--- src/hw/bp_pkg.sv ---
package bp_pkg;

    // address and table geometry
    localparam int PC_W         = 32;
    // instructions are word aligned, index bits start above the byte offset
    localparam int PC_LSB       = 2;
    localparam int BHT_BITS     = 6;
    localparam int LHIST_W      = 6;
    localparam int GHIST_W      = 8;
    localparam int BTB_BITS     = 6;
    localparam int BTB_TAG_W    = 8;
    localparam int CHOOSER_BITS = 6;

    // pattern tables are indexed by history xor pc, so as wide as the history
    localparam int LPHT_BITS = LHIST_W;
    localparam int GPHT_BITS = GHIST_W;
    localparam int BTB_ID_W  = BTB_TAG_W + BTB_BITS;

    localparam int BHT_ENTRIES     = 1 << BHT_BITS;
    localparam int LPHT_ENTRIES    = 1 << LPHT_BITS;
    localparam int GPHT_ENTRIES    = 1 << GPHT_BITS;
    localparam int BTB_ENTRIES     = 1 << BTB_BITS;
    localparam int CHOOSER_ENTRIES = 1 << CHOOSER_BITS;

    typedef logic [BHT_BITS-1:0]     bht_index_t;
    typedef logic [LPHT_BITS-1:0]    lpht_index_t;
    typedef logic [GPHT_BITS-1:0]    gpht_index_t;
    // tag in the upper bits, set index in the lower bits
    typedef logic [BTB_ID_W-1:0]     btb_index_t;
    typedef logic [CHOOSER_BITS-1:0] chooser_index_t;

    // 2-bit saturating counter, upper half means taken (or global for the chooser)
    typedef enum logic [1:0] {
        strong_not   = 2'b00,
        weak_not     = 2'b01,
        weak_taken   = 2'b10,
        strong_taken = 2'b11
    } counter_e;

    // travels down the pipe with the branch, comes back at commit
    typedef struct packed {
        bht_index_t     bht_idx;
        lpht_index_t    lpht_idx;
        gpht_index_t    gpht_idx;
        btb_index_t     btb_idx;
        chooser_index_t chooser_idx;
        logic           local_taken;
        logic           global_taken;
        logic           use_global;
    } pred_info_t;

    function automatic logic counter_taken(input counter_e c);
        return c inside {weak_taken, strong_taken};
    endfunction

    // saturating step toward the outcome
    function automatic counter_e counter_next(input counter_e c, input logic taken);
        counter_e n;
        case (c)
            strong_not:   n = taken ? weak_not : strong_not;
            weak_not:     n = taken ? weak_taken : strong_not;
            weak_taken:   n = taken ? strong_taken : weak_not;
            strong_taken: n = taken ? strong_taken : weak_taken;
            default:      n = weak_not;
        endcase
        return n;
    endfunction

endpackage

--- src/hw/bp_commit_if.sv ---
`timescale 1ns/1ps

// registered commit bundle, one driver and three readers
interface bp_commit_if import bp_pkg::*; ();

    // one-cycle write strobe, no back-pressure
    logic               valid;
    pred_info_t         pred_info;
    // real branch outcome
    logic               taken;
    // chosen direction turned out wrong
    logic               mispred;
    // indirect branch, write the target buffer
    logic               target_en;
    logic [PC_W-1:0]    target;

    // commit register side
    modport ctrl (
        output valid, pred_info, taken, mispred, target_en, target
    );

    // read side used by the three tables
    modport tbl (
        input valid, pred_info, taken, mispred, target_en, target
    );

endinterface

--- src/hw/global_hist_predictor.sv ---
`timescale 1ns/1ps

module global_hist_predictor import bp_pkg::*; (
    input  logic            clk,
    input  logic            rst,
    input  logic [PC_W-1:0] br_pc_q_i,
    input  logic            recover_i,
    input  logic            spec_valid_i,
    input  logic            spec_taken_i,
    output logic            taken_o,
    output gpht_index_t     pht_idx_o,
    bp_commit_if.tbl        commit
);

    counter_e gpht [GPHT_ENTRIES];

    // speculative history follows fetch, committed history follows retire
    logic [GHIST_W-1:0] ghist_spec;
    logic [GHIST_W-1:0] ghist_commit;
    logic [GHIST_W-1:0] ghist_commit_nxt;

    // gshare style index from the speculative history
    assign pht_idx_o = ghist_spec ^ br_pc_q_i[PC_LSB +: GPHT_BITS];
    assign taken_o   = counter_taken(gpht[pht_idx_o]);

    // committed history after this edge
    // recover copies this value, so a commit landing on the same edge is kept
    always_comb begin
        ghist_commit_nxt = ghist_commit;
        if (commit.valid) begin
            ghist_commit_nxt = {ghist_commit[GHIST_W-2:0], commit.taken};
        end
    end

    always_ff @(posedge clk) begin
        if (rst) begin
            ghist_spec   <= '0;
            ghist_commit <= '0;
        end else begin
            ghist_commit <= ghist_commit_nxt;
            // recover wins over a speculative shift in the same cycle
            if (recover_i) begin
                ghist_spec <= ghist_commit_nxt;
            end else if (spec_valid_i) begin
                ghist_spec <= {ghist_spec[GHIST_W-2:0], spec_taken_i};
            end
        end
    end

    // counter training with the index captured at prediction time
    always_ff @(posedge clk) begin
        if (rst) begin
            for (int i = 0; i < GPHT_ENTRIES; i++) begin
                gpht[i] <= weak_not;
            end
        end else if (commit.valid) begin
            gpht[commit.pred_info.gpht_idx] <=
                counter_next(gpht[commit.pred_info.gpht_idx], commit.taken);
        end
    end

endmodule

--- src/flat_wrapper.sv ---
// flat-port wrapper written by rule: the top's interface ports become plain ports
module global_hist_predictor_flat import bp_pkg::*;
  (clk, rst, br_pc_q_i, recover_i, spec_valid_i, spec_taken_i, taken_o, pht_idx_o, commit_valid, commit_pred_info, commit_taken, commit_mispred, commit_target_en, commit_target);
  bp_commit_if commit_i ();
  input  logic clk;
  input  logic rst;
  input  logic [PC_W-1:0] br_pc_q_i;
  input  logic recover_i;
  input  logic spec_valid_i;
  input  logic spec_taken_i;
  output logic taken_o;
  output gpht_index_t pht_idx_o;
  input wire logic [$bits(commit_i.valid)-1:0] commit_valid;
  input wire logic [$bits(commit_i.pred_info)-1:0] commit_pred_info;
  input wire logic [$bits(commit_i.taken)-1:0] commit_taken;
  input wire logic [$bits(commit_i.mispred)-1:0] commit_mispred;
  input wire logic [$bits(commit_i.target_en)-1:0] commit_target_en;
  input wire logic [$bits(commit_i.target)-1:0] commit_target;
  assign commit_i.valid = commit_valid;
  assign commit_i.pred_info = commit_pred_info;
  assign commit_i.taken = commit_taken;
  assign commit_i.mispred = commit_mispred;
  assign commit_i.target_en = commit_target_en;
  assign commit_i.target = commit_target;
  global_hist_predictor u_core (.clk(clk), .rst(rst), .br_pc_q_i(br_pc_q_i), .recover_i(recover_i), .spec_valid_i(spec_valid_i), .spec_taken_i(spec_taken_i), .taken_o(taken_o), .pht_idx_o(pht_idx_o), .commit(commit_i));
endmodule
--- config.mk ---
export PLATFORM = sky130hd
export DESIGN_NAME = global_hist_predictor_flat
export DESIGN_NICKNAME = d
export VERILOG_FILES = /design/src/hw/bp_pkg.sv /design/src/hw/bp_commit_if.sv /design/src/hw/global_hist_predictor.sv /design/src/flat_wrapper.sv
export SDC_FILE = /design/constraint.sdc
export NUM_CORES = 1
export LEC_CHECK = 0
export CORE_ASPECT_RATIO = 0.8
export CORE_MARGIN = 5
export CORE_UTILIZATION = 35
export DETAILED_ROUTE_END_ITERATION = 8
export DONT_BUFFER_PORTS = 1
export PLACE_DENSITY = 0.55
export SLEW_MARGIN = 25
export SYNTH_ARGS = -nofsm -noshare
export SYNTH_HDL_FRONTEND = slang
export SYNTH_SLANG_ARGS = --single-unit
--- constraint.sdc ---
create_clock -name clk -period 3.75 [get_ports clk]
set_input_delay 0.375 -clock clk [delete_from_list [all_inputs] [get_ports clk]]
set_output_delay 0.375 -clock clk [all_outputs]
set_load 0.05 [all_outputs]
==> impl_results.md <==
* Yosys Warn Count at 0
* Final Slew Violations at 0
* Fillers at around 7700
* I/O Buffers at 0
* DP HPWL at 61600 um
* CTS clk-pin slew, worst paths at about 0.07 ns
* Total wire length at 101000 um
* Max Freq at ~0.23 GHz
* Drt wl/cell at 30.9 um
* Period utilization at 113%
* Initial Utilization at about a third
* Switching Fraction at 25.3%
* Top layer in use: met4
* Setup TNS at -0.506 ns
* Post-synth EDFFs at 512
* WP data required at 3.38 ns
* Critical Path Fanout Max at 6
* Final Worst Setup Slack at -0.506 ns
* Psw at 3.74 mW
* Number of diodes at 0
* Multi-input gate area at ~0.012 sq mm
* #FFs+latches synth at 528
* Count of cell types in the netlist at 62
* Placed insts at ~3200
* Die area at 0.0879 sq mm
* Status: complete, but fails checks
* Clock Skew at 0.0312 ns
* Worst r2r src: u_core.gpht[102][1]
* CP endpoint kind: output pin
* Proportion of layout cells with a drive suffix above 1 at 23.4%
* CP Launch Type: register
* Metal2 WL at 44300 um
* Leakage at 10.6 nW
* Crit path from: u_core.ghist_spec[0]
* Peak VDD IR at between 0.3 and 0.4 mV
* Core Region at 0.0819 sq mm
* Final weighted congestion in routability-driven placement at 0.882
* Total number of vias at 20695
* Final setup vio count at 1
* Post-Syn Area at around 0.029 sq mm
* Post-synth ARST share at 0%
* Synth Net Count at 2291
* Syn-to-layout area delta at 13.9%
* Seq/Total Area, Yosys at 54.7%
* CTS Buf Count at 56
* Clock Path Buffers at 3
* Final hold vios at 0
* Worst-Margin Slew at 0.961 ns
* Post-synth top flop: edfxtp_1
* Global-route wire length before repair at 145000 um
* Insertion delay to the later sink of the worst-skew pair at 0.63 ns
* # rows at 94
* Pwr dens at 452 mW/mm^2
* Synth Area in Compound Gates at under 10%
* Failing checks: setup timing
* Mux share of post-synthesis cell area at 17.2%
* # clock sinks at 528
* RSZ-0062 raised after global routing: yes
* # DRC at 0
* I/O Pins at 125
* Tot Pwr at 14.8 mW
* Combinational fraction of design power at ~15%
* Min Tclk post-route at 4.26 ns
* Hold Path Origin: recover_i
* Int Pwr at approximately 11 mW
* Util after Layout at between 30% and 40%
* Gr usage total at between 20 and 25%
* Worst EP arrival at 3.88 ns
* Largest family of logic cells by synthesized area: multiplexers
* Met3 routed WL at approximately 14000 um
* Seq pwr share at 44.9%
* Clock power share at 40.4%
* Simple-Gate Fraction of Synth Area at about 13%
* Initial antenna violation count at 3
* Slew Limit Headroom at 35.4%
* Die width at 330 um
* Clock root cell: clkbuf_16
* DIE HEIGHT at 266 um
* Number of nets in the layout at 2246
* Max H-tree Level at 2
* Sequential cell area at roughly 0.016 sq mm
* Cells after synthesis at 2175
* Largest net degree at the start of global routing at approximately 250
* CTS tree: yes
* Max cap viols at 0
* Number of global-route vias before repair at 20051
* M1 WL at 38900 um
* Non-Filler Instances at 3279
* Post-Syn Area per Cell at 13.2 sq um
* GRT overflow at 0
* Pre-CTS setup slack at 0.0815 ns
* DRT iter0 DRCs at 2886
* Detail-routed via count per cell at around 6.3
* Antenna violation net count after detailed routing at 0
* DRT Pass-1 Iters at 6
* Synth Area in Adders at less than 1%
* Post-synthesis xor/xnor area fraction at 0.244%
* Hold Crit Class: primary input to register
* Setup CP Type: register to output pin
-- cells by family (layout without fill, tap and decap cells) --
group	Yosys count	after routing
xor gates and xnor gates	8	8
buffers and inverters	298	298
adders and majority gates	2	2
muxes	249	249
and+or+nand+nor	757	757
AOI/OAI and AO/OA	333	333
DFF	528	528
-- power groups by stage --
stage               Sequential (mW)  Clock, mW  Combinational, mW
finish                         6.65       5.99               2.16
detailed placement             6.78          0               2.01
global route                   6.66       6.29               2.25
global placement               6.77          0               1.99
floorplan                      6.74          0               1.51
CTS                            6.65       6.04               2.11
-- per-stage QoR --
stage / instance area [sq um] / hold slack, ns
after CTS: 32700 / 0.000837
after global placement: 30400 / 0.468
final: 32700 / 0.0281
after floorplan: 28700 / 0.456
after detailed placement: 30400 / 0.471
after global routing: 32700 / 0.0148
-- flip-flops by register name, summed over array words and instances (netlist names) --
name                 count
u_core.ghist_commit      8
u_core.ghist_spec        8
u_core.gpht            512
-- path summary, 6_finish.rpt --
path | cells past startpoint | slack, ns | endpoint
hold reg to reg | 2 | 0.52 | u_core.ghist_commit[7]
hold / removal | 2 | 0.03 | u_core.ghist_spec[7]
setup reg to reg | 10 | 0.19 | u_core.gpht[222][1]
setup / recovery | 10 | -0.51 | taken_o
-- synthesized netlist by cell type, drive strengths merged (10+ instances only) --
library cell | n | area, sq um
nor3 | 242 | 1210
a22oi | 24 | 180
o21bai | 36 | 270
nor2b | 28 | 175
mux2i | 49 | 490
dfxtp | 16 | 320
edfxtp | 512 | 15400
nor2 | 60 | 225
nand3 | 265 | 1330
nor4 | 12 | 75.1
a21oi | 13 | 65.1
nand2 | 66 | 248
buf | 109 | 916
a21o | 192 | 1440
clkbuf | 180 | 676
or2 | 10 | 62.6
nand2b | 36 | 225
mux4 | 196 | 4410
a211oi | 12 | 90.1
-- repair_timing --
| item | CTS | global route |
|---|---|---|
| cloned | 2 | 0 |
| buffers inserted | 8 | 2 |
| endpoints found under the hold margin | 47 | 0 |
| hold buffers | 11 | 0 |
| pin swaps | 3 | 3 |
| endpoints found under the setup margin | 1 | 1 |
| resized for setup | 11 | 1 |
-- per-layer routing --
layer / vias to the layer above / track usage, %
li1: 8500 / -
met1: 10568 / 30.7
met2: 1391 / 33.9
met3: 236 / 8.83
met4: 0 / 7.41
met5: - / 0
-- area by class of cell --
cell class,count,share of cell area (%)
clock buffer,70,4.67
clock inverter,33,1.31
inverter,9,0.115
multi-input combinational,1349,35.6
sequential,528,48.0
tap,1104,4.22
timing repair buffer,186,6.07
-- critical path, cell delays in order, from the launching register on --
cell        delay [ns]
dfxtp_4           0.37
xor2_4            0.23
buf_12            0.22
buf_12            0.15
mux4_2            0.51
mux4_2            0.54
a22o_1            0.28
a221oi_2          0.23
buf_4             0.16
mux4_2            0.30
clkinvlp_4        0.27
-- cell usage in the layout, fill, tap and decap left out, types with 8 or more instances in the layout --
cell type and instances:
nand2b_1 36, a22o_1 9, buf_4 130, a22oi_1 24, nor3_1 236, mux4_2 196, clkbuf_16 58, dlygate4sd3_1 10
or2_2 10, a21oi_1 13, nand4_1 9, nor2_1 51, o21bai_1 36, dfxtp_1 15, clkinv_2 11, nor2b_1 28
nand3_1 265, edfxtp_1 512, a21o_1 192, clkbuf_1 9, bufinv_16 10, buf_12 40, a211oi_1 12, nand2_1 66
mux2i_1 49, nor4_1 10, inv_1 8
(Power assumes the default switching activity.)
