$ cat config.mk
export PLATFORM = sky130hd
export DESIGN_NAME = branch_target_buffer_flat
export DESIGN_NICKNAME = d
export VERILOG_FILES = /design/src/hw/bp_pkg.sv /design/src/hw/bp_commit_if.sv /design/src/hw/branch_target_buffer.sv /design/src/flat_wrapper.sv
export SDC_FILE = /design/constraint.sdc
export NUM_CORES = 2
export LEC_CHECK = 0
export BUFFER_PORTS_ARGS = -buffer_cell sky130_fd_sc_hd__clkbuf_2
export CELL_PAD_IN_SITES_DETAIL_PLACEMENT = 0
export CELL_PAD_IN_SITES_GLOBAL_PLACEMENT = 1
export CORE_ASPECT_RATIO = 1.1
export CORE_MARGIN = 10
export CORE_UTILIZATION = 51
export DETAILED_ROUTE_END_ITERATION = 7
export HOLD_SLACK_MARGIN = 0.03
export PLACE_DENSITY_LB_ADDON = 0.1
export SYNTH_ARGS = -nofsm -noshare
export SYNTH_HDL_FRONTEND = slang
export SYNTH_SLANG_ARGS = --single-unit
$ cat constraint.sdc
create_clock -name clk -period 2.83 [get_ports clk]
set_clock_uncertainty 0.05 [all_clocks]
set_input_delay 0 -clock clk [delete_from_list [all_inputs] [get_ports clk]]
set_output_delay 0 -clock clk [all_outputs]
set_load 0.01 [all_outputs]
$ cat src/hw/bp_pkg.sv
package bp_pkg;

    // address and table geometry
    localparam int PC_W         = 32;
    // instructions are word aligned, index bits start above the byte offset
    localparam int PC_LSB       = 2;
    localparam int BHT_BITS     = 6;
    localparam int LHIST_W      = 6;
    localparam int GHIST_W      = 8;
    localparam int BTB_BITS     = 6;
    localparam int BTB_TAG_W    = 8;
    localparam int CHOOSER_BITS = 6;

    // pattern tables are indexed by history xor pc, so as wide as the history
    localparam int LPHT_BITS = LHIST_W;
    localparam int GPHT_BITS = GHIST_W;
    localparam int BTB_ID_W  = BTB_TAG_W + BTB_BITS;

    localparam int BHT_ENTRIES     = 1 << BHT_BITS;
    localparam int LPHT_ENTRIES    = 1 << LPHT_BITS;
    localparam int GPHT_ENTRIES    = 1 << GPHT_BITS;
    localparam int BTB_ENTRIES     = 1 << BTB_BITS;
    localparam int CHOOSER_ENTRIES = 1 << CHOOSER_BITS;

    typedef logic [BHT_BITS-1:0]     bht_index_t;
    typedef logic [LPHT_BITS-1:0]    lpht_index_t;
    typedef logic [GPHT_BITS-1:0]    gpht_index_t;
    // tag in the upper bits, set index in the lower bits
    typedef logic [BTB_ID_W-1:0]     btb_index_t;
    typedef logic [CHOOSER_BITS-1:0] chooser_index_t;

    // 2-bit saturating counter, upper half means taken (or global for the chooser)
    typedef enum logic [1:0] {
        strong_not   = 2'b00,
        weak_not     = 2'b01,
        weak_taken   = 2'b10,
        strong_taken = 2'b11
    } counter_e;

    // travels down the pipe with the branch, comes back at commit
    typedef struct packed {
        bht_index_t     bht_idx;
        lpht_index_t    lpht_idx;
        gpht_index_t    gpht_idx;
        btb_index_t     btb_idx;
        chooser_index_t chooser_idx;
        logic           local_taken;
        logic           global_taken;
        logic           use_global;
    } pred_info_t;

    function automatic logic counter_taken(input counter_e c);
        return c inside {weak_taken, strong_taken};
    endfunction

    // saturating step toward the outcome
    function automatic counter_e counter_next(input counter_e c, input logic taken);
        counter_e n;
        case (c)
            strong_not:   n = taken ? weak_not : strong_not;
            weak_not:     n = taken ? weak_taken : strong_not;
            weak_taken:   n = taken ? strong_taken : weak_not;
            strong_taken: n = taken ? strong_taken : weak_taken;
            default:      n = weak_not;
        endcase
        return n;
    endfunction

endpackage

$ cat src/hw/bp_commit_if.sv
`timescale 1ns/1ps

// registered commit bundle, one driver and three readers
interface bp_commit_if import bp_pkg::*; ();

    // one-cycle write strobe, no back-pressure
    logic               valid;
    pred_info_t         pred_info;
    // real branch outcome
    logic               taken;
    // chosen direction turned out wrong
    logic               mispred;
    // indirect branch, write the target buffer
    logic               target_en;
    logic [PC_W-1:0]    target;

    // commit register side
    modport ctrl (
        output valid, pred_info, taken, mispred, target_en, target
    );

    // read side used by the three tables
    modport tbl (
        input valid, pred_info, taken, mispred, target_en, target
    );

endinterface

$ cat src/hw/branch_target_buffer.sv
`timescale 1ns/1ps

module branch_target_buffer import bp_pkg::*; (
    input  logic            clk,
    input  logic            rst,
    input  logic [PC_W-1:0] br_pc_q_i,
    output logic            hit_o,
    output logic [PC_W-1:0] target_o,
    output btb_index_t      idx_o,
    bp_commit_if.tbl        commit
);

    logic                 entry_valid [BTB_ENTRIES];
    logic [BTB_TAG_W-1:0] entry_tag [BTB_ENTRIES];
    logic [PC_W-1:0]      entry_target [BTB_ENTRIES];

    logic [BTB_BITS-1:0]  rd_set;
    logic [BTB_TAG_W-1:0] rd_tag;
    logic [BTB_BITS-1:0]  wr_set;
    logic [BTB_TAG_W-1:0] wr_tag;
    logic                 wr_en;

    // set from low pc bits, tag from the bits just above
    assign rd_set = br_pc_q_i[PC_LSB +: BTB_BITS];
    assign rd_tag = br_pc_q_i[PC_LSB + BTB_BITS +: BTB_TAG_W];
    // tag and set travel together in the info bundle
    assign idx_o  = {rd_tag, rd_set};

    assign hit_o    = entry_valid[rd_set] && (entry_tag[rd_set] == rd_tag);
    // zero target on a miss
    assign target_o = hit_o ? entry_target[rd_set] : '0;

    // indirect commits only
    assign wr_en  = commit.valid && commit.target_en;
    assign wr_set = commit.pred_info.btb_idx[BTB_BITS-1:0];
    assign wr_tag = commit.pred_info.btb_idx[BTB_ID_W-1:BTB_BITS];

    always_ff @(posedge clk) begin
        if (rst) begin
            for (int i = 0; i < BTB_ENTRIES; i++) begin
                entry_valid[i] <= 1'b0;
            end
        end else if (wr_en) begin
            entry_valid[wr_set] <= 1'b1;
        end
    end

    // tag and target storage, qualified by the valid bits
    always_ff @(posedge clk) begin
        if (wr_en) begin
            entry_tag[wr_set]    <= wr_tag;
            entry_target[wr_set] <= commit.target;
        end
    end

endmodule

$ cat src/flat_wrapper.sv
// flat-port wrapper written by rule: the top's interface ports become plain ports
module branch_target_buffer_flat import bp_pkg::*;
  (clk, rst, br_pc_q_i, hit_o, target_o, idx_o, commit_valid, commit_pred_info, commit_taken, commit_mispred, commit_target_en, commit_target);
  bp_commit_if commit_i ();
  input  logic clk;
  input  logic rst;
  input  logic [PC_W-1:0] br_pc_q_i;
  output logic hit_o;
  output logic [PC_W-1:0] target_o;
  output btb_index_t idx_o;
  input wire logic [$bits(commit_i.valid)-1:0] commit_valid;
  input wire logic [$bits(commit_i.pred_info)-1:0] commit_pred_info;
  input wire logic [$bits(commit_i.taken)-1:0] commit_taken;
  input wire logic [$bits(commit_i.mispred)-1:0] commit_mispred;
  input wire logic [$bits(commit_i.target_en)-1:0] commit_target_en;
  input wire logic [$bits(commit_i.target)-1:0] commit_target;
  assign commit_i.valid = commit_valid;
  assign commit_i.pred_info = commit_pred_info;
  assign commit_i.taken = commit_taken;
  assign commit_i.mispred = commit_mispred;
  assign commit_i.target_en = commit_target_en;
  assign commit_i.target = commit_target;
  branch_target_buffer u_core (.clk(clk), .rst(rst), .br_pc_q_i(br_pc_q_i), .hit_o(hit_o), .target_o(target_o), .idx_o(idx_o), .commit(commit_i));
endmodule
==> impl_metrics.tcl <==
set metrics [dict create \
    status "complete, but fails checks" \
    violations "setup timing" \
    fillerInstances 13800 \
    path_clk_slew_ns 0.06 \
    p_total_mw 81.7 \
    grt_pass1_vias 50400 \
    end_kind "output pin" \
    synth-adder-area-share_pct 0 \
    hold_path.class "input pin to flop" \
    dp_cells 7195 \
    routed_via_density 6.50 \
    cts_buffers 280 \
    synth-edff-count 2560 \
    syn_avg_cell_area_um2 23.5 \
    io_pins 160 \
    syn_to_final_growth_pct 17.5 \
    dpl.hpwl_mm 160 \
    fin_crit_sh_pct 137 \
    hold_viol 0 \
    synthMuxAreaShare_pct 17.8 \
    synth_area_um2 101000 \
    fin_nets 5047 \
    crit_path_top_delay_cell "mux4_2" \
    final_cell_mix "edfxtp_1 (2560), mux4_2 (755), buf_4 (302)" \
    firstDrtPassIters 6 \
    antenna_found_initial 13 \
    start_util_pct 51.2 \
    gp_congestion 0.789 \
    startpoint_type "flop" \
    finalInstanceArea_um2 119000 \
    synth_seq_cells 2624 \
    fin_util_pct 60.2 \
    synth_compound_area_share_pct 1.35 \
    drive_gt1_share_pct 36.1 \
    wirelength_mm 291 \
    max_stage_delay_ns 0.51 \
    slew_headroom_pct 11.1 \
    coreArea_um2 197000 \
    p_leak_nw 37.7 \
    place_area_um2 109000 \
    setup_viol 33 \
    crit_top_cell "mux4_2" \
    grt_pass1_wl_mm 403 \
    p_per_area_nw_per_um2 689 \
    clock-sinks 2624 \
    path_cells "mux4_2 -> mux4_2 -> a22oi_1 -> nand2_1 -> nand4b_4 -> buf_12 -> buf_16 -> buf_6 -> nor4_4 -> buf_2" \
    path_class "flop to output pin" \
    rrSetupSlack_ns 1.64 \
    die-area_um2 216000 \
    fin_ws_ns -1.04 \
    r2r-start "u_core.entry_valid[42]$_DFF_P_" \
    drv_slew 0 \
    synth_nets 4410 \
    fp.dieW_um 444 \
    whs_path_depth 1 \
    worst-path-stages 10 \
    h-tree-depth 5 \
    tightestPinTransition_ns 1.33 \
    synth-async-reset-ratio_pct 0 \
    max-vdd-ir-drop_v 0.000631 \
    grt_max_degree 90 \
    routedWlPerCell_um 37.7 \
    mostFrequentLayoutCell "edfxtp_1" \
    wl_met1_mm 114 \
    critPathCapture "target_o[3]" \
    critPathArrivalTime_ns 3.82 \
    syn_inst 4297 \
    yosysSeqAreaShare_pct 77.4 \
    track_usage_pct 26.8 \
    path_buf_inv 4 \
    clockBufferDepth 4 \
    yosysWarningCount 0 \
    clk_latency_ns 0.89 \
    grt_setup_unrepaired "yes" \
    cts_tree "yes" \
    route.met2.wl_mm 146 \
    vias 50100 \
    port_buffers 110 \
    synth_top_family_by_area "multiplexers" \
    maxCapViolCount 0 \
    rows 171 \
    timing.rr.end "u_core.entry_valid[42]$_DFF_P_" \
    cts_root_buf "clkbuf_16" \
    fp.dieH_um 487 \
    met3_length_mm 20.8 \
    period_needed_ns 3.87 \
    first_iter_violations 6441 \
    top_layer "met4" \
    overflow 0 \
    r2r_cells 3 \
    layout.cells.non_filler 7715 \
    crit_start "u_core.entry_valid[15]$_DFF_P_" \
    drc 0 \
    synth_ff_type "edfxtp_1" \
    max_freq_mhz 259 \
    critPathTopFamily "multiplexers" \
    synth.distinct_cells 72 \
    synthSimpleGateAreaFrac_pct 2.04 \
    ant_nets 0 \
    cp.required_ns 2.78 \
    timing.setup.tns_ns -31.76 \
    critPathMaxFanout 6 \
    synth_xor_xnor_area_share_pct 0.0248 \
]
-- sequential cells by signal, summed over array words and instances, names as in the netlist --
name and count:
u_core.entry_valid 64, u_core.entry_tag 512, u_core.entry_target 2048
-- worst min path at each step --
stage                                                 end            startpoint  slack (ns)
finish              u_core.entry_target[34][18]$_DFFE_PP_     commit_target[18]        0.06
floorplan                                        idx_o[0]          br_pc_q_i[2]        0.04
CTS                     u_core.entry_tag[27][5]$_DFFE_PP_  commit_pred_info[20]        0.03
global route        u_core.entry_target[60][18]$_DFFE_PP_     commit_target[18]        0.12
detailed placement                              idx_o[12]         br_pc_q_i[14]        0.16
global placement                                idx_o[12]         br_pc_q_i[14]        0.16
-- power breakdown --
group / total [mW] / internal (mW) / switching [mW]
Clock: 34.4 / 19.9 / 14.4
Sequential: 42.8 / 42.8 / 0.0326
Combinational: 4.54 / 1.95 / 2.59
-- worst reg2reg max path: stages, from the launching register on --
cell and delay, ns:
dfxtp_1 0.31, nor2_1 0.10, nor2_1 0.04, dlygate4sd3_1 0.57
-- cell type report --
cell class | count | area, µm² | share of cell area (%)
sequential | 2624 | 78200 | 65.9
multi-input combinational | 1415 | 22400 | 18.9
clock buffer | 353 | 7540 | 6.36
timing repair buffer | 605 | 6390 | 5.39
tap | 2595 | 3250 | 2.74
clock inverter | 113 | 878 | 0.740
inverter | 8 | 37.5 | 0.0316
antenna | 2 | 5.00 | 0.00422
-- metrics by stage --
| stage | hold WS [ns] | worst slack [ns] |
|---|---|---|
| 2_1_floorplan | 0.0418 | -0.209 |
| 3_3_place_gp | 0.162 | -0.289 |
| 3_5_place_dp | 0.163 | -0.315 |
| 4_1_cts | 0.0347 | -1.07 |
| 5_1_grt | 0.119 | -1.16 |
| 6_report | 0.0576 | -1.04 |
-- repair_timing --
action,CTS,global route
gates cloned,6,2
hold buffers,36,0
hold endpoints to repair,1719,0
buffers inserted,4,5
setup endpoints to repair,33,33
gates resized for setup,60,70
pin swaps,26,20
-- Yosys cell counts, types with 4 or more instances --
| master | number | share of area (%) |
|---|---|---|
| nand2_1 | 60 | 0.22 |
| o21ba_2 | 12 | 0.12 |
| o221ai_1 | 4 | 0.035 |
| buf_12 | 4 | 0.079 |
| clkbuf_1 | 76 | 0.28 |
| nand3b_1 | 10 | 0.074 |
| dlygate4sd1_1 | 4 | 0.035 |
| buf_2 | 96 | 0.48 |
| dfxtp_1 | 64 | 1.3 |
| buf_4 | 29 | 0.22 |
| mux2_2 | 10 | 0.11 |
| edfxtp_1 | 2560 | 76 |
| a22oi_1 | 69 | 0.51 |
| nand2b_1 | 6 | 0.037 |
| a21oi_1 | 4 | 0.020 |
| mux2i_1 | 50 | 0.50 |
| nand3_1 | 19 | 0.094 |
| buf_6 | 12 | 0.13 |
| o2111ai_1 | 5 | 0.043 |
| nand4_1 | 5 | 0.031 |
| o211ai_1 | 5 | 0.037 |
| mux4_1 | 13 | 0.34 |
| nor2_1 | 209 | 0.78 |
| buf_1 | 27 | 0.10 |
| o22ai_1 | 15 | 0.093 |
| nor2b_1 | 16 | 0.099 |
| a31oi_1 | 6 | 0.037 |
| inv_1 | 5 | 0.019 |
| nor3_1 | 6 | 0.030 |
| o21ai_0 | 33 | 0.16 |
| and2_1 | 4 | 0.025 |
| nor4_2 | 30 | 0.37 |
| nor4_1 | 7 | 0.043 |
| a221oi_1 | 8 | 0.069 |
| mux4_2 | 755 | 17 |
-- kinds of logic (layout without fill, tap and decap cells) --
logic type | Yosys count | count (layout)
compound gates | 186 | 186
xor+xnor | 2 | 2
buf+inv | 258 | 1079
flops | 2624 | 2624
mux | 828 | 828
other cells | 0 | 2
simple gates | 399 | 399
-- metal layers --
metal  up-vias  global-route usage [%]
met5         -                       0
met4         0                    9.33
met3       462                    4.35
met2      2274                    44.3
met1     27700                    36.6
li1      19700                       -
(Power assumes the default switching activity.)
