`config.mk`:
```
export PLATFORM = sky130hd
export DESIGN_NAME = branch_predictor_ctrl_flat
export DESIGN_NICKNAME = d
export VERILOG_FILES = /design/src/hw/bp_pkg.sv /design/src/hw/bp_commit_if.sv /design/src/hw/branch_predictor_ctrl.sv /design/src/flat_wrapper.sv
export SDC_FILE = /design/constraint.sdc
export NUM_CORES = 1
export LEC_CHECK = 0
export ABC_AREA = 1
export BUFFER_PORTS_ARGS = -buffer_cell sky130_fd_sc_hd__buf_4
export CELL_PAD_IN_SITES_DETAIL_PLACEMENT = 1
export CELL_PAD_IN_SITES_GLOBAL_PLACEMENT = 2
export CORE_MARGIN = 3
export CORE_UTILIZATION = 32
export CTS_CLUSTER_SIZE = 24
export DETAILED_ROUTE_END_ITERATION = 8
export GPL_TIMING_DRIVEN = 0
export HOLD_SLACK_MARGIN = 0.05
export PLACE_DENSITY = 0.84
export SYNTH_ARGS = -nofsm -noshare
export SYNTH_HDL_FRONTEND = slang
export SYNTH_SLANG_ARGS = --single-unit
```
`constraint.sdc`:
```
create_clock -name clk -period 3.09 [get_ports clk]
set_input_delay 0.1545 -clock clk [delete_from_list [all_inputs] [get_ports clk]]
set_output_delay 0.1545 -clock clk [all_outputs]
set_load 0.02 [all_outputs]
```
`src/hw/bp_pkg.sv`:
```
package bp_pkg;

    // address and table geometry
    localparam int PC_W         = 32;
    // instructions are word aligned, index bits start above the byte offset
    localparam int PC_LSB       = 2;
    localparam int BHT_BITS     = 6;
    localparam int LHIST_W      = 6;
    localparam int GHIST_W      = 8;
    localparam int BTB_BITS     = 6;
    localparam int BTB_TAG_W    = 8;
    localparam int CHOOSER_BITS = 6;

    // pattern tables are indexed by history xor pc, so as wide as the history
    localparam int LPHT_BITS = LHIST_W;
    localparam int GPHT_BITS = GHIST_W;
    localparam int BTB_ID_W  = BTB_TAG_W + BTB_BITS;

    localparam int BHT_ENTRIES     = 1 << BHT_BITS;
    localparam int LPHT_ENTRIES    = 1 << LPHT_BITS;
    localparam int GPHT_ENTRIES    = 1 << GPHT_BITS;
    localparam int BTB_ENTRIES     = 1 << BTB_BITS;
    localparam int CHOOSER_ENTRIES = 1 << CHOOSER_BITS;

    typedef logic [BHT_BITS-1:0]     bht_index_t;
    typedef logic [LPHT_BITS-1:0]    lpht_index_t;
    typedef logic [GPHT_BITS-1:0]    gpht_index_t;
    // tag in the upper bits, set index in the lower bits
    typedef logic [BTB_ID_W-1:0]     btb_index_t;
    typedef logic [CHOOSER_BITS-1:0] chooser_index_t;

    // 2-bit saturating counter, upper half means taken (or global for the chooser)
    typedef enum logic [1:0] {
        strong_not   = 2'b00,
        weak_not     = 2'b01,
        weak_taken   = 2'b10,
        strong_taken = 2'b11
    } counter_e;

    // travels down the pipe with the branch, comes back at commit
    typedef struct packed {
        bht_index_t     bht_idx;
        lpht_index_t    lpht_idx;
        gpht_index_t    gpht_idx;
        btb_index_t     btb_idx;
        chooser_index_t chooser_idx;
        logic           local_taken;
        logic           global_taken;
        logic           use_global;
    } pred_info_t;

    function automatic logic counter_taken(input counter_e c);
        return c inside {weak_taken, strong_taken};
    endfunction

    // saturating step toward the outcome
    function automatic counter_e counter_next(input counter_e c, input logic taken);
        counter_e n;
        case (c)
            strong_not:   n = taken ? weak_not : strong_not;
            weak_not:     n = taken ? weak_taken : strong_not;
            weak_taken:   n = taken ? strong_taken : weak_not;
            strong_taken: n = taken ? strong_taken : weak_taken;
            default:      n = weak_not;
        endcase
        return n;
    endfunction

endpackage

```
`src/hw/bp_commit_if.sv`:
```
`timescale 1ns/1ps

// registered commit bundle, one driver and three readers
interface bp_commit_if import bp_pkg::*; ();

    // one-cycle write strobe, no back-pressure
    logic               valid;
    pred_info_t         pred_info;
    // real branch outcome
    logic               taken;
    // chosen direction turned out wrong
    logic               mispred;
    // indirect branch, write the target buffer
    logic               target_en;
    logic [PC_W-1:0]    target;

    // commit register side
    modport ctrl (
        output valid, pred_info, taken, mispred, target_en, target
    );

    // read side used by the three tables
    modport tbl (
        input valid, pred_info, taken, mispred, target_en, target
    );

endinterface

```
`src/hw/branch_predictor_ctrl.sv`:
```
`timescale 1ns/1ps

module branch_predictor_ctrl import bp_pkg::*; (
    input  logic            clk,
    input  logic            rst,
    input  logic            hold_i,
    // raw commit from the core
    input  logic            commit_valid_i,
    input  pred_info_t      commit_info_i,
    input  logic            commit_taken_i,
    input  logic            commit_mispred_i,
    input  logic            commit_target_en_i,
    input  logic [PC_W-1:0] commit_target_i,
    // table results for the registered pc
    input  logic [PC_W-1:0] br_pc_q_i,
    input  logic            local_taken_i,
    input  bht_index_t      local_bht_idx_i,
    input  lpht_index_t     local_pht_idx_i,
    input  logic            global_taken_i,
    input  gpht_index_t     global_pht_idx_i,
    input  logic            btb_hit_i,
    input  logic [PC_W-1:0] btb_target_i,
    input  btb_index_t      btb_idx_i,
    input  logic            fetch_valid_q_i,
    output logic            pred_valid_o,
    output logic            pred_taken_o,
    output logic [PC_W-1:0] pred_target_o,
    output pred_info_t      pred_info_o,
    bp_commit_if.ctrl       commit
);

    // upper half selects the global predictor
    counter_e chooser [CHOOSER_ENTRIES];

    chooser_index_t chooser_idx;
    logic           use_global;
    logic           taken_sel;
    logic           train_chooser;
    logic           global_right;
    pred_info_t     info_d;

    // commit register, tables write one edge later
    always_ff @(posedge clk) begin
        if (rst) begin
            commit.valid <= 1'b0;
        end else begin
            commit.valid <= commit_valid_i;
        end
    end

    always_ff @(posedge clk) begin
        commit.pred_info <= commit_info_i;
        commit.taken     <= commit_taken_i;
        commit.mispred   <= commit_mispred_i;
        commit.target_en <= commit_target_en_i;
        commit.target    <= commit_target_i;
    end

    // selection for the pc in the table stage
    assign chooser_idx = br_pc_q_i[PC_LSB +: CHOOSER_BITS];
    assign use_global  = counter_taken(chooser[chooser_idx]);
    assign taken_sel   = use_global ? global_taken_i : local_taken_i;

    // only a disagreement tells which predictor is better here
    assign train_chooser = commit.valid &&
        (commit.pred_info.local_taken != commit.pred_info.global_taken);
    // chosen side was right unless the branch mispredicted
    assign global_right  = commit.pred_info.use_global ^ commit.mispred;

    always_ff @(posedge clk) begin
        if (rst) begin
            // start out preferring local
            for (int i = 0; i < CHOOSER_ENTRIES; i++) begin
                chooser[i] <= weak_not;
            end
        end else if (train_chooser) begin
            chooser[commit.pred_info.chooser_idx] <=
                counter_next(chooser[commit.pred_info.chooser_idx], global_right);
        end
    end

    // info bundle handed to the pipeline
    always_comb begin
        info_d              = '0;
        info_d.bht_idx      = local_bht_idx_i;
        info_d.lpht_idx     = local_pht_idx_i;
        info_d.gpht_idx     = global_pht_idx_i;
        info_d.btb_idx      = btb_idx_i;
        info_d.chooser_idx  = chooser_idx;
        info_d.local_taken  = local_taken_i;
        info_d.global_taken = global_taken_i;
        info_d.use_global   = use_global;
    end

    // output register, frozen by hold
    always_ff @(posedge clk) begin
        if (rst) begin
            pred_valid_o  <= 1'b0;
            pred_taken_o  <= 1'b0;
            pred_target_o <= '0;
            pred_info_o   <= '0;
        end else if (!hold_i) begin
            pred_valid_o  <= fetch_valid_q_i | btb_hit_i;
            pred_taken_o  <= taken_sel;
            pred_target_o <= btb_target_i;
            pred_info_o   <= info_d;
        end
    end

endmodule

```
`src/flat_wrapper.sv`:
```
// flat-port wrapper written by rule: the top's interface ports become plain ports
module branch_predictor_ctrl_flat import bp_pkg::*;
  (clk, rst, hold_i, commit_valid_i, commit_info_i, commit_taken_i, commit_mispred_i, commit_target_en_i, commit_target_i, br_pc_q_i, local_taken_i, local_bht_idx_i, local_pht_idx_i, global_taken_i, global_pht_idx_i, btb_hit_i, btb_target_i, btb_idx_i, fetch_valid_q_i, pred_valid_o, pred_taken_o, pred_target_o, pred_info_o, commit_valid, commit_pred_info, commit_taken, commit_mispred, commit_target_en, commit_target);
  bp_commit_if commit_i ();
  input  logic clk;
  input  logic rst;
  input  logic hold_i;
  input  logic commit_valid_i;
  input  pred_info_t commit_info_i;
  input  logic commit_taken_i;
  input  logic commit_mispred_i;
  input  logic commit_target_en_i;
  input  logic [PC_W-1:0] commit_target_i;
  input  logic [PC_W-1:0] br_pc_q_i;
  input  logic local_taken_i;
  input  bht_index_t local_bht_idx_i;
  input  lpht_index_t local_pht_idx_i;
  input  logic global_taken_i;
  input  gpht_index_t global_pht_idx_i;
  input  logic btb_hit_i;
  input  logic [PC_W-1:0] btb_target_i;
  input  btb_index_t btb_idx_i;
  input  logic fetch_valid_q_i;
  output logic pred_valid_o;
  output logic pred_taken_o;
  output logic [PC_W-1:0] pred_target_o;
  output pred_info_t pred_info_o;
  output wire logic [$bits(commit_i.valid)-1:0] commit_valid;
  output wire logic [$bits(commit_i.pred_info)-1:0] commit_pred_info;
  output wire logic [$bits(commit_i.taken)-1:0] commit_taken;
  output wire logic [$bits(commit_i.mispred)-1:0] commit_mispred;
  output wire logic [$bits(commit_i.target_en)-1:0] commit_target_en;
  output wire logic [$bits(commit_i.target)-1:0] commit_target;
  assign commit_valid = commit_i.valid;
  assign commit_pred_info = commit_i.pred_info;
  assign commit_taken = commit_i.taken;
  assign commit_mispred = commit_i.mispred;
  assign commit_target_en = commit_i.target_en;
  assign commit_target = commit_i.target;
  branch_predictor_ctrl u_core (.clk(clk), .rst(rst), .hold_i(hold_i), .commit_valid_i(commit_valid_i), .commit_info_i(commit_info_i), .commit_taken_i(commit_taken_i), .commit_mispred_i(commit_mispred_i), .commit_target_en_i(commit_target_en_i), .commit_target_i(commit_target_i), .br_pc_q_i(br_pc_q_i), .local_taken_i(local_taken_i), .local_bht_idx_i(local_bht_idx_i), .local_pht_idx_i(local_pht_idx_i), .global_taken_i(global_taken_i), .global_pht_idx_i(global_pht_idx_i), .btb_hit_i(btb_hit_i), .btb_target_i(btb_target_i), .btb_idx_i(btb_idx_i), .fetch_valid_q_i(fetch_valid_q_i), .pred_valid_o(pred_valid_o), .pred_taken_o(pred_taken_o), .pred_target_o(pred_target_o), .pred_info_o(pred_info_o), .commit(commit_i));
endmodule
```
==> results of run 1 <==
report_power, final:
part	switching, mW	internal [mW]
sequential	0.0928	4.08
combinational	0.902	0.604
clock	1.63	2.40
timing repair:
| item | CTS | global route |
|---|---|---|
| setup endpoints to repair | 0 | 120 |
| hold buffers | 153 | 0 |
| gates resized for setup | 0 | 8 |
| hold endpoints to repair | 153 | 0 |
synth_stat cells (all sizes together):
cell type / n
clkinv: 2
xor2: 1
inv: 132
nor3: 9
nand2: 359
nand4: 1
dfxtp: 156
nor2: 283
o22ai: 10
or2: 6
edfxtp: 128
o2bb2ai: 1
nand3b: 1
a22oi: 5
nand3: 65
clkbuf: 44
buf: 28
o21ai: 97
a21oi: 47
worst paths after layout:
check | to | slack (ps) | depth (start not counted)
worst min register to register | u_core.pred_info_o[0]$_SDFFE_PP0N_ | 460 | 2
worst min-delay path | u_core.commit.target[15]$_DFF_P_ | 270 | 2
worst max-delay path | u_core.chooser[17][0]$_SDFFCE_PN1P_ | 140 | 12
worst max register to register | u_core.chooser[17][0]$_SDFFCE_PN1P_ | 140 | 12
sequential cells by signal, summed over array words and instances (netlist names), 32 cells and up:
name	cells
u_core.pred_target_o	32
u_core.chooser	128
u_core.commit.pred_info	43
u_core.commit.target	32
u_core.pred_info_o	43
per-stage QoR:
| step | setup WS, ps | hold slack, ps |
|---|---|---|
| 3_5_place_dp | 96.97 | 260.1 |
| 4_1_cts | 69.07 | 245.9 |
| 2_1_floorplan | 874.2 | 182.2 |
| 5_1_grt | 14.35 | 267.7 |
| 6_report | 135.9 | 273.0 |
| 3_3_place_gp | 154.3 | 258.7 |
critical path, cell delays in order, from the launching register on:
cell and delay [ps]:
dfxtp_1 330, buf_2 250, buf_1 630, o21ai_0 310, nand3b_1 170, nand2_1 70
nand2_1 80, nor2_1 40, nand2_1 160, nand2_1 120, nand2_4 230, buf_6 210
nand2_1 80
cell usage in the layout, fill, tap and decap left out, types with 2 or more instances in the layout:
master	instances
a21oi_1	47
a22oi_1	5
buf_1	2
buf_2	10
buf_4	317
buf_6	7
bufinv_16	2
clkbuf_1	48
clkbuf_16	36
clkbuf_2	2
clkbuf_8	4
clkinv_1	5
clkinv_2	8
clkinvlp_4	2
dfxtp_1	156
dlygate4sd3_1	153
edfxtp_1	128
inv_1	128
inv_2	3
nand2_1	357
nand2_4	2
nand3_1	63
nand3_4	2
nor2_1	283
nor3_1	9
o21ai_0	92
o21ai_1	5
o22ai_1	10
or2_1	2
or2_2	3
layer usage:
| layer | part of all wire | vias to the layer above | track usage |
|---|---|---|---|
| li1 | - | 5366 | - |
| met1 | 0.39 | 5720 | 0.3105 |
| met2 | 0.50 | 434 | 0.4690 |
| met3 | 0.065 | 100 | 0.05547 |
| met4 | 0.037 | 0 | 0.09849 |
| met5 | 0 | - | 0 |
layout make-up:
class                   count  area [sq um]  share of cell area
repair buffers            462          3851              0.2253
inverters                 134         505.5             0.02958
well taps                 455         569.3             0.03331
flip-flops and latches    284          6967              0.4076
clock buffers              46         978.4             0.05725
plain buffers              72         371.6             0.02174
clock inverters            16         135.1            0.007907
multi-input cells         885          3712              0.2172
cell families after synthesis:
kind of cell | share of synthesized area
buffers and inverters | 0.07540
flip-flops | 0.6040
AND/OR/NAND/NOR | 0.2479
AO/OA/AOI/OAI | 0.07192
XOR/XNOR | 0.0007595
==> impl_metrics.py, run 1 <==
metrics = {
    "outcome": {
        "status": "completed",
    },
    "finish": {
        "final_area_sq_mm": 0.01709,
        "filler_cell_count": 4090,
        "areaGrowthSynthToFinish_pct": 48.18,
        "post-route-util": 0.4875,
        "post_route_cells_drive_above_1_share": 0.2117,
        "num-nets-final": 2058,
        "layoutNonFillerInstCount": 2354,
        "ant_diodes": 0,
    },
    "synth": {
        "yosys_warnings": 0,
        "synth_area_leader_cell": "edfxtp_1",
        "synthesis.nets": 1559,
        "netlist_area_sq_mm": 0.01153,
        "synth_seq_cells": 284,
        "synth_top_cells_by_area": "edfxtp_1 (33%), dfxtp_1 (27%), nand2_1 (12%)",
        "syn_inst": 1375,
        "top_area_cell_type_share_of_the_netlist_area": 0.3333,
        "synth.yosys.seq_area_share": 0.6040,
        "synthDistinctLibCells": 28,
        "postSynthAreaPerCell_sq_um": 8.388,
    },
    "floorplan": {
        "initial_utilization": 0.3290,
        "floorplan.rows": 68,
        "dieWidth_um": 195.9,
        "die-height_um": 195.9,
        "core_sq_mm": 0.03505,
        "ioPinCount": 340,
        "design.die.area_sq_mm": 0.03836,
    },
    "global_routing": {
        "grt_start_max_net_pins": 14,
        "global_router_s_overall_resource_usage": 0.2628,
        "overall_overflow_remaining_after_global_route": 0,
        "antenna_found_initial": 0,
        "grt_pass1_wl_um": 76480,
        "vias_in_the_first_global_route": 12674,
    },
    "placement": {
        "port_buffers": 309,
        "hpwlAfterDp_um": 34350,
        "placed_area_sq_mm": 0.01442,
        "gp_congestion": 0.8528,
        "place.detailed.instances": 2139,
    },
    "power": {
        "irDropWorstVdd_mv": 0.5286,
        "powerDensity_mw_per_mm2": 568.3,
        "totalPowerFinal_mw": 9.712,
        "leak_pwr_nw": 7.346,
    },
    "timing": {
        "post-route-period-util": 0.9560,
        "clock.fmax_mhz": 338.5,
        "finalWorstPathRequiredPeriod_ps": 2954,
        "slew_headroom": 0.3136,
        "unrepaired_setup_endpoints_after_global_routing": "no",
        "report.final.hold_viol_count": 0,
        "skew_ps": 10.45,
        "tightest_slew_ps": 1030,
        "report.final.setup_viol": 0,
        "maxSlewViolCount": 0,
        "timing.setup.tns_ps": 0,
    },
    "clocking": {
        "cts_buffer_depth": 3,
        "ctsRootBufferMaster": "clkbuf_16",
        "tritoncts": "yes",
        "tritoncts.num_buffers": 35,
        "clock_tree.htree_level_count": 2,
        "cts_num_sinks": 284,
        "clk_latency_ps": 520,
        "postCtsSetupRepairBufs": 0,
        "clk_transition_reported_paths_ps": 60,
    },
    "detailed_routing": {
        "drt_first_iter_violations": 708,
        "remaining_drc_errors": 0,
        "drt-vias-per-instance": 4.936,
        "postRouteAntennaNets": 0,
        "routed_wire_length_per_instance_um": 21.88,
        "drt_pre_antenna_iters": 5,
        "via_count": 11620,
        "finalWirelength_um": 51500,
    },
    "critical_path": {
        "critPathLaunch": "u_core.commit.pred_info[5]$_DFF_P_",
        "worst_setup_path_start_kind": "flip-flop",
        "timing.setup.critical_path_class": "reg -> reg",
        "critPathRequiredTime_ps": 3360,
        "r2r_start": "u_core.commit.pred_info[5]$_DFF_P_",
        "critical_path_arrival_ps": 3220,
        "crit_path_max_fanout": 10,
        "crit_path_end_kind": "flip-flop",
    },
    "hold_path": {
        "min_from": "commit_target_i[15]",
        "hold_class": "in -> reg",
    },
    "flow_run": {
        "max_cap_viol_count": 0,
    },
}
No activity file was read; power rests on OpenSTA's default activity.
==> run 2: changes to the inputs <==
PLACE_DENSITY = 0.85   (was 0.84)
==> impl_metrics.py, run 2 (synthesized netlist as in run 1, its figures left out) <==
metrics = {
    "timing": {
        "slew_headroom": 0.2938,
        "clock.fmax_mhz": 336.1,
        "tightest_slew_ps": 1059,
        "timing.setup.tns_ps": 0,
        "finalWorstPathRequiredPeriod_ps": 2975,
        "report.final.setup_viol": 0,
        "unrepaired_setup_endpoints_after_global_routing": "yes",
        "report.final.hold_viol_count": 0,
        "maxSlewViolCount": 0,
        "post-route-period-util": 0.9628,
        "skew_ps": 15.99,
    },
    "placement": {
        "gp_congestion": 0.8734,
        "port_buffers": 309,
        "hpwlAfterDp_um": 34160,
    },
    "power": {
        "irDropWorstVdd_mv": 0.4370,
        "powerDensity_mw_per_mm2": 563.4,
        "seq_power_share": 0.435,
        "leak_pwr_nw": 7.337,
        "net-switching-power_mw": 2.630,
        "combPwrFrac": 0.156,
        "power.internal_mw": 6.977,
        "power_frac_clock": 0.409,
        "p_sw_frac": 0.2738,
    },
    "critical_path": {
        "timing.setup.critical_path_class": "reg -> reg",
        "critical_path_arrival_ps": 3240,
        "crit_path_max_incr_delay_ps": 350,
        "critPathLaunch": "u_core.commit.pred_info[5]$_DFF_P_",
        "ff2ff_path_depth": 15,
        "crit_buf_inv": 4,
        "critPathRequiredTime_ps": 3360,
        "worst-r2r-setup-slack_ps": 110,
        "worst_setup_path_start_kind": "flip-flop",
        "crit_slowest_cell": "nand3_2",
        "r2r_start": "u_core.commit.pred_info[5]$_DFF_P_",
        "cp_cell_sequence": "buf_2, inv_2, buf_2, nand3_2, o22ai_1, nor2_1, nand3_1, nand2_1, nand2_1, nor2_1, nand2_1, nand2_1, nand2_4, buf_6, nand2_1",
        "crit_path_end_kind": "flip-flop",
        "crit_path_max_fanout": 10,
        "critical_path_depth": 15,
        "cp_common_cell": "nand2_1",
        "critical-path-top-delay-family": "simple AND/OR/NAND/NOR gates",
    },
    "global_routing": {
        "grt_start_max_net_pins": 13,
        "global_router_s_overall_resource_usage": 0.2617,
        "vias_in_the_first_global_route": 12696,
        "antenna_found_initial": 0,
        "grt_pass1_wl_um": 76250,
        "overall_overflow_remaining_after_global_route": 0,
    },
    "finish": {
        "areaGrowthSynthToFinish_pct": 47.84,
        "register_area_sq_mm": 0.006967,
        "largest_regs": "u_core.chooser: 128 flops, u_core.commit.pred_info: 43 flops, u_core.pred_info_o: 43 flops",
        "multi_input_comb_area_sq_mm": 0.003705,
        "largest_reg_flops": 128,
        "post-route-util": 0.4864,
        "num-nets-final": 2058,
        "registers.top_by_ff_count": "u_core.chooser",
        "final_cell_mix": "nand2_1 (357), buf_4 (317), nor2_1 (283)",
        "filler_cell_count": 4074,
        "post_route_cells_drive_above_1_share": 0.2113,
        "mostFrequentLayoutCell": "nand2_1",
        "ant_diodes": 0,
    },
    "detailed_routing": {
        "drt_pre_antenna_iters": 5,
        "drt_first_iter_violations": 794,
        "finalWirelength_um": 51450,
        "via_count": 11618,
        "routed_wire_length_per_instance_um": 21.86,
        "postRouteAntennaNets": 0,
        "remaining_drc_errors": 0,
        "drt-vias-per-instance": 4.938,
    },
    "floorplan": {
        "design.die.area_sq_mm": 0.03836,
        "die-height_um": 195.9,
        "dieWidth_um": 195.9,
        "ioPinCount": 340,
        "floorplan.rows": 68,
        "initial_utilization": 0.3290,
        "core_sq_mm": 0.03505,
    },
    "hold_path": {
        "min_from": "commit_target_i[20]",
        "timing.hold.worst_path_depth": 2,
        "hold_class": "in -> reg",
    },
    "clocking": {
        "clk_transition_reported_paths_ps": 60,
        "cts_num_sinks": 284,
        "ctsRootBufferMaster": "clkbuf_16",
        "cts_buffer_depth": 3,
        "tritoncts.num_buffers": 34,
        "clock_tree.htree_level_count": 2,
        "tritoncts": "yes",
        "clk_latency_ps": 530,
    },
    "flow_run": {
        "max_cap_viol_count": 0,
    },
    "outcome": {
        "status": "completed",
    },
}
[run 2: cell types whose count changed in the layout (fill, tap and decap cells not counted), moves of 2 or more]
cell        before  now
clkinv_2         8    4
clkbuf_16       36   34
clkbuf_8         4    6
clkinv_1         5    3
clkinvlp_4       2    0
inv_6            1    3
[run 2: power by group through the flow]
stage / sequential, mW / clock (mW) / combinational [mW]
6_report: 4.18 / 3.93 / 1.50
5_1_grt: 4.19 / 4.16 / 1.59
4_1_cts: 4.17 / 3.99 / 1.48
2_1_floorplan: 4.38 / 0 / 0.493
3_3_place_gp: 4.24 / 0 / 1.29
3_5_place_dp: 4.25 / 0 / 1.30
[run 2: layout make-up]
| cell class | instances | area share |
|---|---|---|
| buffer | 72 | 0.02165 |
| clock inverter | 11 | 0.006164 |
| clock buffer | 49 | 0.05701 |
| timing repair buffer | 463 | 0.2264 |
| multi-input combinational | 885 | 0.2173 |
| tap | 455 | 0.03339 |
| sequential | 284 | 0.4086 |
| inverter | 134 | 0.02950 |
[run 2: metrics by stage]
| step | std cells | hold slack (ps) | worst slack, ps | area (sq um) | power (mW) |
|---|---|---|---|---|---|
| after floorplan | 1375 | 182.2 | 874.2 | 11530 | 4.875 |
| after global placement | 2139 | 258.8 | 184.3 | 14420 | 5.526 |
| after detailed placement | 2139 | 260.0 | 95.37 | 14420 | 5.551 |
| after CTS | 2353 | 244.1 | 61.98 | 17040 | 9.636 |
| after global routing | 2353 | 261.5 | -5.359 | 17050 | 9.944 |
| final | 2353 | 269.4 | 114.8 | 17050 | 9.607 |
[run 2: worst reg2reg max path: stages (launching register included)]
cell and delay, ps:
dfxtp_1 310, buf_2 200, inv_2 90, buf_2 320
nand3_2 350, o22ai_1 280, nor2_1 70, nand3_1 140
nand2_1 80, nand2_1 80, nor2_1 40, nand2_1 150
nand2_1 120, nand2_4 210, buf_6 220, nand2_1 80
[run 2: timing repair]
item                       in CTS  in global routing
resized for setup               0                  5
setup endpoints to repair       0                120
setup buffers                   0                  0
hold endpoints to repair      153                  0
hold buffers                  154                  0
[run 2: layer usage]
layer	up-vias	GRT usage	routed length, um
met3	129	0.04980	3231
met4	0	0.1183	2689
met5	-	0	0
met1	5659	0.3035	19810
li1	5364	-	-
met2	466	0.4682	25720
[run 2: path summary, 6_finish.rpt]
check | to
max | u_core.chooser[15][0]$_SDFFCE_PN1P_
min | u_core.commit.target[20]$_DFF_P_
min reg2reg | u_core.pred_info_o[0]$_SDFFE_PP0N_
max reg2reg | u_core.chooser[15][0]$_SDFFCE_PN1P_
==> run 3: changes to the inputs <==
BUFFER_PORTS_ARGS = unset   (was -buffer_cell sky130_fd_sc_hd__buf_4)
CORE_UTILIZATION = 39   (was 32)
DONT_BUFFER_PORTS = 1   (was unset)
PLACE_DENSITY = 0.95   (was 0.85)
==> impl_metrics.py, run 3 (synthesized netlist as in run 1, its figures left out) <==
metrics = {
    "outcome": {
        "status": "completed",
    },
    "critical_path": {
        "cp_common_cell": "nand2_1",
        "critical-path-top-delay-family": "simple AND/OR/NAND/NOR gates",
        "timing.setup.critical_path_class": "reg -> reg",
        "crit_path_end_kind": "flip-flop",
        "worst_setup_path_start_kind": "flip-flop",
        "crit_path_max_fanout": 10,
        "crit_path_max_incr_delay_ps": 440,
        "crit_buf_inv": 4,
        "r2r_start": "u_core.commit.pred_info[5]$_DFF_P_",
        "critPathRequiredTime_ps": 3420,
        "crit_slowest_cell": "dfxtp_1",
        "critPathLaunch": "u_core.commit.pred_info[5]$_DFF_P_",
        "cp_cell_sequence": "buf_4, inv_2, clkbuf_4, nand3_4, o22ai_1, nor2_1, nand2_1, nand2_1, nand2_1, nor2_1, nand2_1, or2_4, nand2_4, buf_6, nand2_1",
        "critical_path_arrival_ps": 3350,
    },
    "detailed_routing": {
        "drt-vias-per-instance": 5.466,
        "met3WireLength_um": 3802,
        "remaining_drc_errors": 0,
        "drt_first_iter_violations": 976,
        "top_signal_layer_used": "met4",
        "wirelength_met1_um": 17050,
        "postRouteAntennaNets": 0,
        "via_count": 10800,
        "routed-wl-met2_um": 24410,
        "finalWirelength_um": 47900,
        "routed_wire_length_per_instance_um": 24.24,
        "drt_pre_antenna_iters": 5,
    },
    "placement": {
        "port_buffers": 0,
        "place.detailed.instances": 1759,
        "hpwlAfterDp_um": 29170,
        "gp_congestion": 0.9009,
    },
    "clocking": {
        "clk_latency_ps": 590,
        "cts_num_sinks": 284,
        "clock_tree.htree_level_count": 1,
        "cts_buffer_depth": 3,
        "postCtsSetupRepairBufs": 0,
        "clk_transition_reported_paths_ps": 80,
        "ctsRootBufferMaster": "clkbuf_16",
        "tritoncts.num_buffers": 30,
        "tritoncts": "yes",
    },
    "timing": {
        "maxSlewViolCount": 0,
        "slew_headroom": 0.3429,
        "timing.setup.tns_ps": 0,
        "tightest_slew_ps": 985.6,
        "clock.fmax_mhz": 331.5,
        "finalWorstPathRequiredPeriod_ps": 3017,
        "report.final.setup_viol": 0,
        "skew_ps": 17.76,
        "report.final.hold_viol_count": 0,
        "unrepaired_setup_endpoints_after_global_routing": "no",
        "post-route-period-util": 0.9762,
    },
    "power": {
        "combPwrFrac": 0.107,
        "power_frac_clock": 0.418,
        "seq_power_share": 0.475,
        "power.internal_mw": 6.551,
        "powerDensity_mw_per_mm2": 625.3,
        "p_sw_frac": 0.2875,
        "net-switching-power_mw": 2.643,
        "leak_pwr_nw": 5.846,
        "irDropWorstVdd_mv": 0.5024,
    },
    "floorplan": {
        "initial_utilization": 0.3986,
        "floorplan.rows": 62,
        "core_sq_mm": 0.02894,
        "dieWidth_um": 178.0,
        "design.die.area_sq_mm": 0.03167,
        "ioPinCount": 340,
        "die-height_um": 178.0,
    },
    "finish": {
        "post_route_cells_drive_above_1_share": 0.06931,
        "registers.top_by_ff_count": "u_core.chooser",
        "mostFrequentLayoutCell": "nand2_1",
        "largest_reg_flops": 128,
        "areaGrowthSynthToFinish_pct": 27.48,
        "final_cell_mix": "nand2_1 (357), nor2_1 (283), dlygate4sd3_1 (156)",
        "num-nets-final": 1747,
        "layoutNonFillerInstCount": 1976,
        "largest_regs": "u_core.chooser: 128 flops, u_core.commit.pred_info: 43 flops, u_core.pred_info_o: 43 flops",
        "filler_cell_count": 3317,
    },
    "hold_path": {
        "min_from": "commit_target_i[20]",
        "hold_class": "in -> reg",
    },
    "global_routing": {
        "vias_in_the_first_global_route": 11624,
        "global_router_s_overall_resource_usage": 0.2909,
        "overall_overflow_remaining_after_global_route": 0,
        "antenna_found_initial": 3,
        "grt_start_max_net_pins": 17,
        "grt_pass1_wl_um": 68850,
    },
    "flow_run": {
        "max_cap_viol_count": 0,
    },
}
==> run 3: changes by cell type in the layout (fill, tap and decap cells not counted), moves of 4 or more <==
cell      before  now
inv_4          0    7
clkbuf_1      49   37
buf_4        317    9
diode_2        0    5
clkbuf_2       3    8
nand3_1       63   59
clkinv_4       1    5
==> run 3: power groups by stage <==
stage                     combinational, mW  sequential (mW)  clock, mW
after floorplan                       0.493             4.38          0
after CTS                             0.930             4.36       3.82
after detailed placement              0.759             4.43          0
after global routing                   1.05             4.38       4.03
final                                 0.984             4.37       3.84
after global placement                0.739             4.44          0
==> run 3: area by class of cell <==
cell class              instances  area (sq um)  area share
plain buffers                  72         385.4     0.02621
multi-input cells             885          3732      0.2538
diodes                          5         12.51   0.0008510
clock inverters                22         232.7     0.01583
clock buffers                  34         817.0     0.05557
flip-flops and latches        284          6968      0.4739
inverters                     134         513.0     0.03489
repair buffers                156          1562      0.1062
well taps                     384         480.5     0.03268
==> run 3: path summary, 6_finish.rpt <==
kind | end | depth (start not counted) | slack (ps)
max | u_core.chooser[45][0]$_SDFFCE_PN1P_ | 15 | 70
min | u_core.commit.target[20]$_DFF_P_ | 1 | 110
max reg2reg | u_core.chooser[45][0]$_SDFFCE_PN1P_ | 15 | 70
min reg2reg | u_core.pred_target_o[14]$_SDFFE_PP0N_ | 2 | 600
==> run 3: what timing repair did <==
item                                   in CTS  in global routing
cloned                                      0                  0
hold buffers                              156                  0
resized for setup                           2                 30
endpoints found under the hold margin     154                  0
setup endpoints to repair                  27                126
==> run 3: through the flow <==
stage                 util  area, sq um  setup slack [ps]  hold slack [ps]  power (mW)
finish              0.5081        14700             73.47            109.1       9.194
global route        0.5080        14700             6.771            94.47       9.453
CTS                 0.5055        14630            0.3002            91.13       9.104
detailed placement  0.4152        12010             8.093            182.3       5.194
global placement    0.4152        12010             45.96            182.3       5.174
floorplan                -        11530             874.2            182.2       4.875
==> run 3: layer usage <==
metal  vias up  GRT usage
met2       610     0.5166
met1      5255     0.3219
met3       185    0.07556
met4         0     0.1420
met5         -          0
li1       4750          -
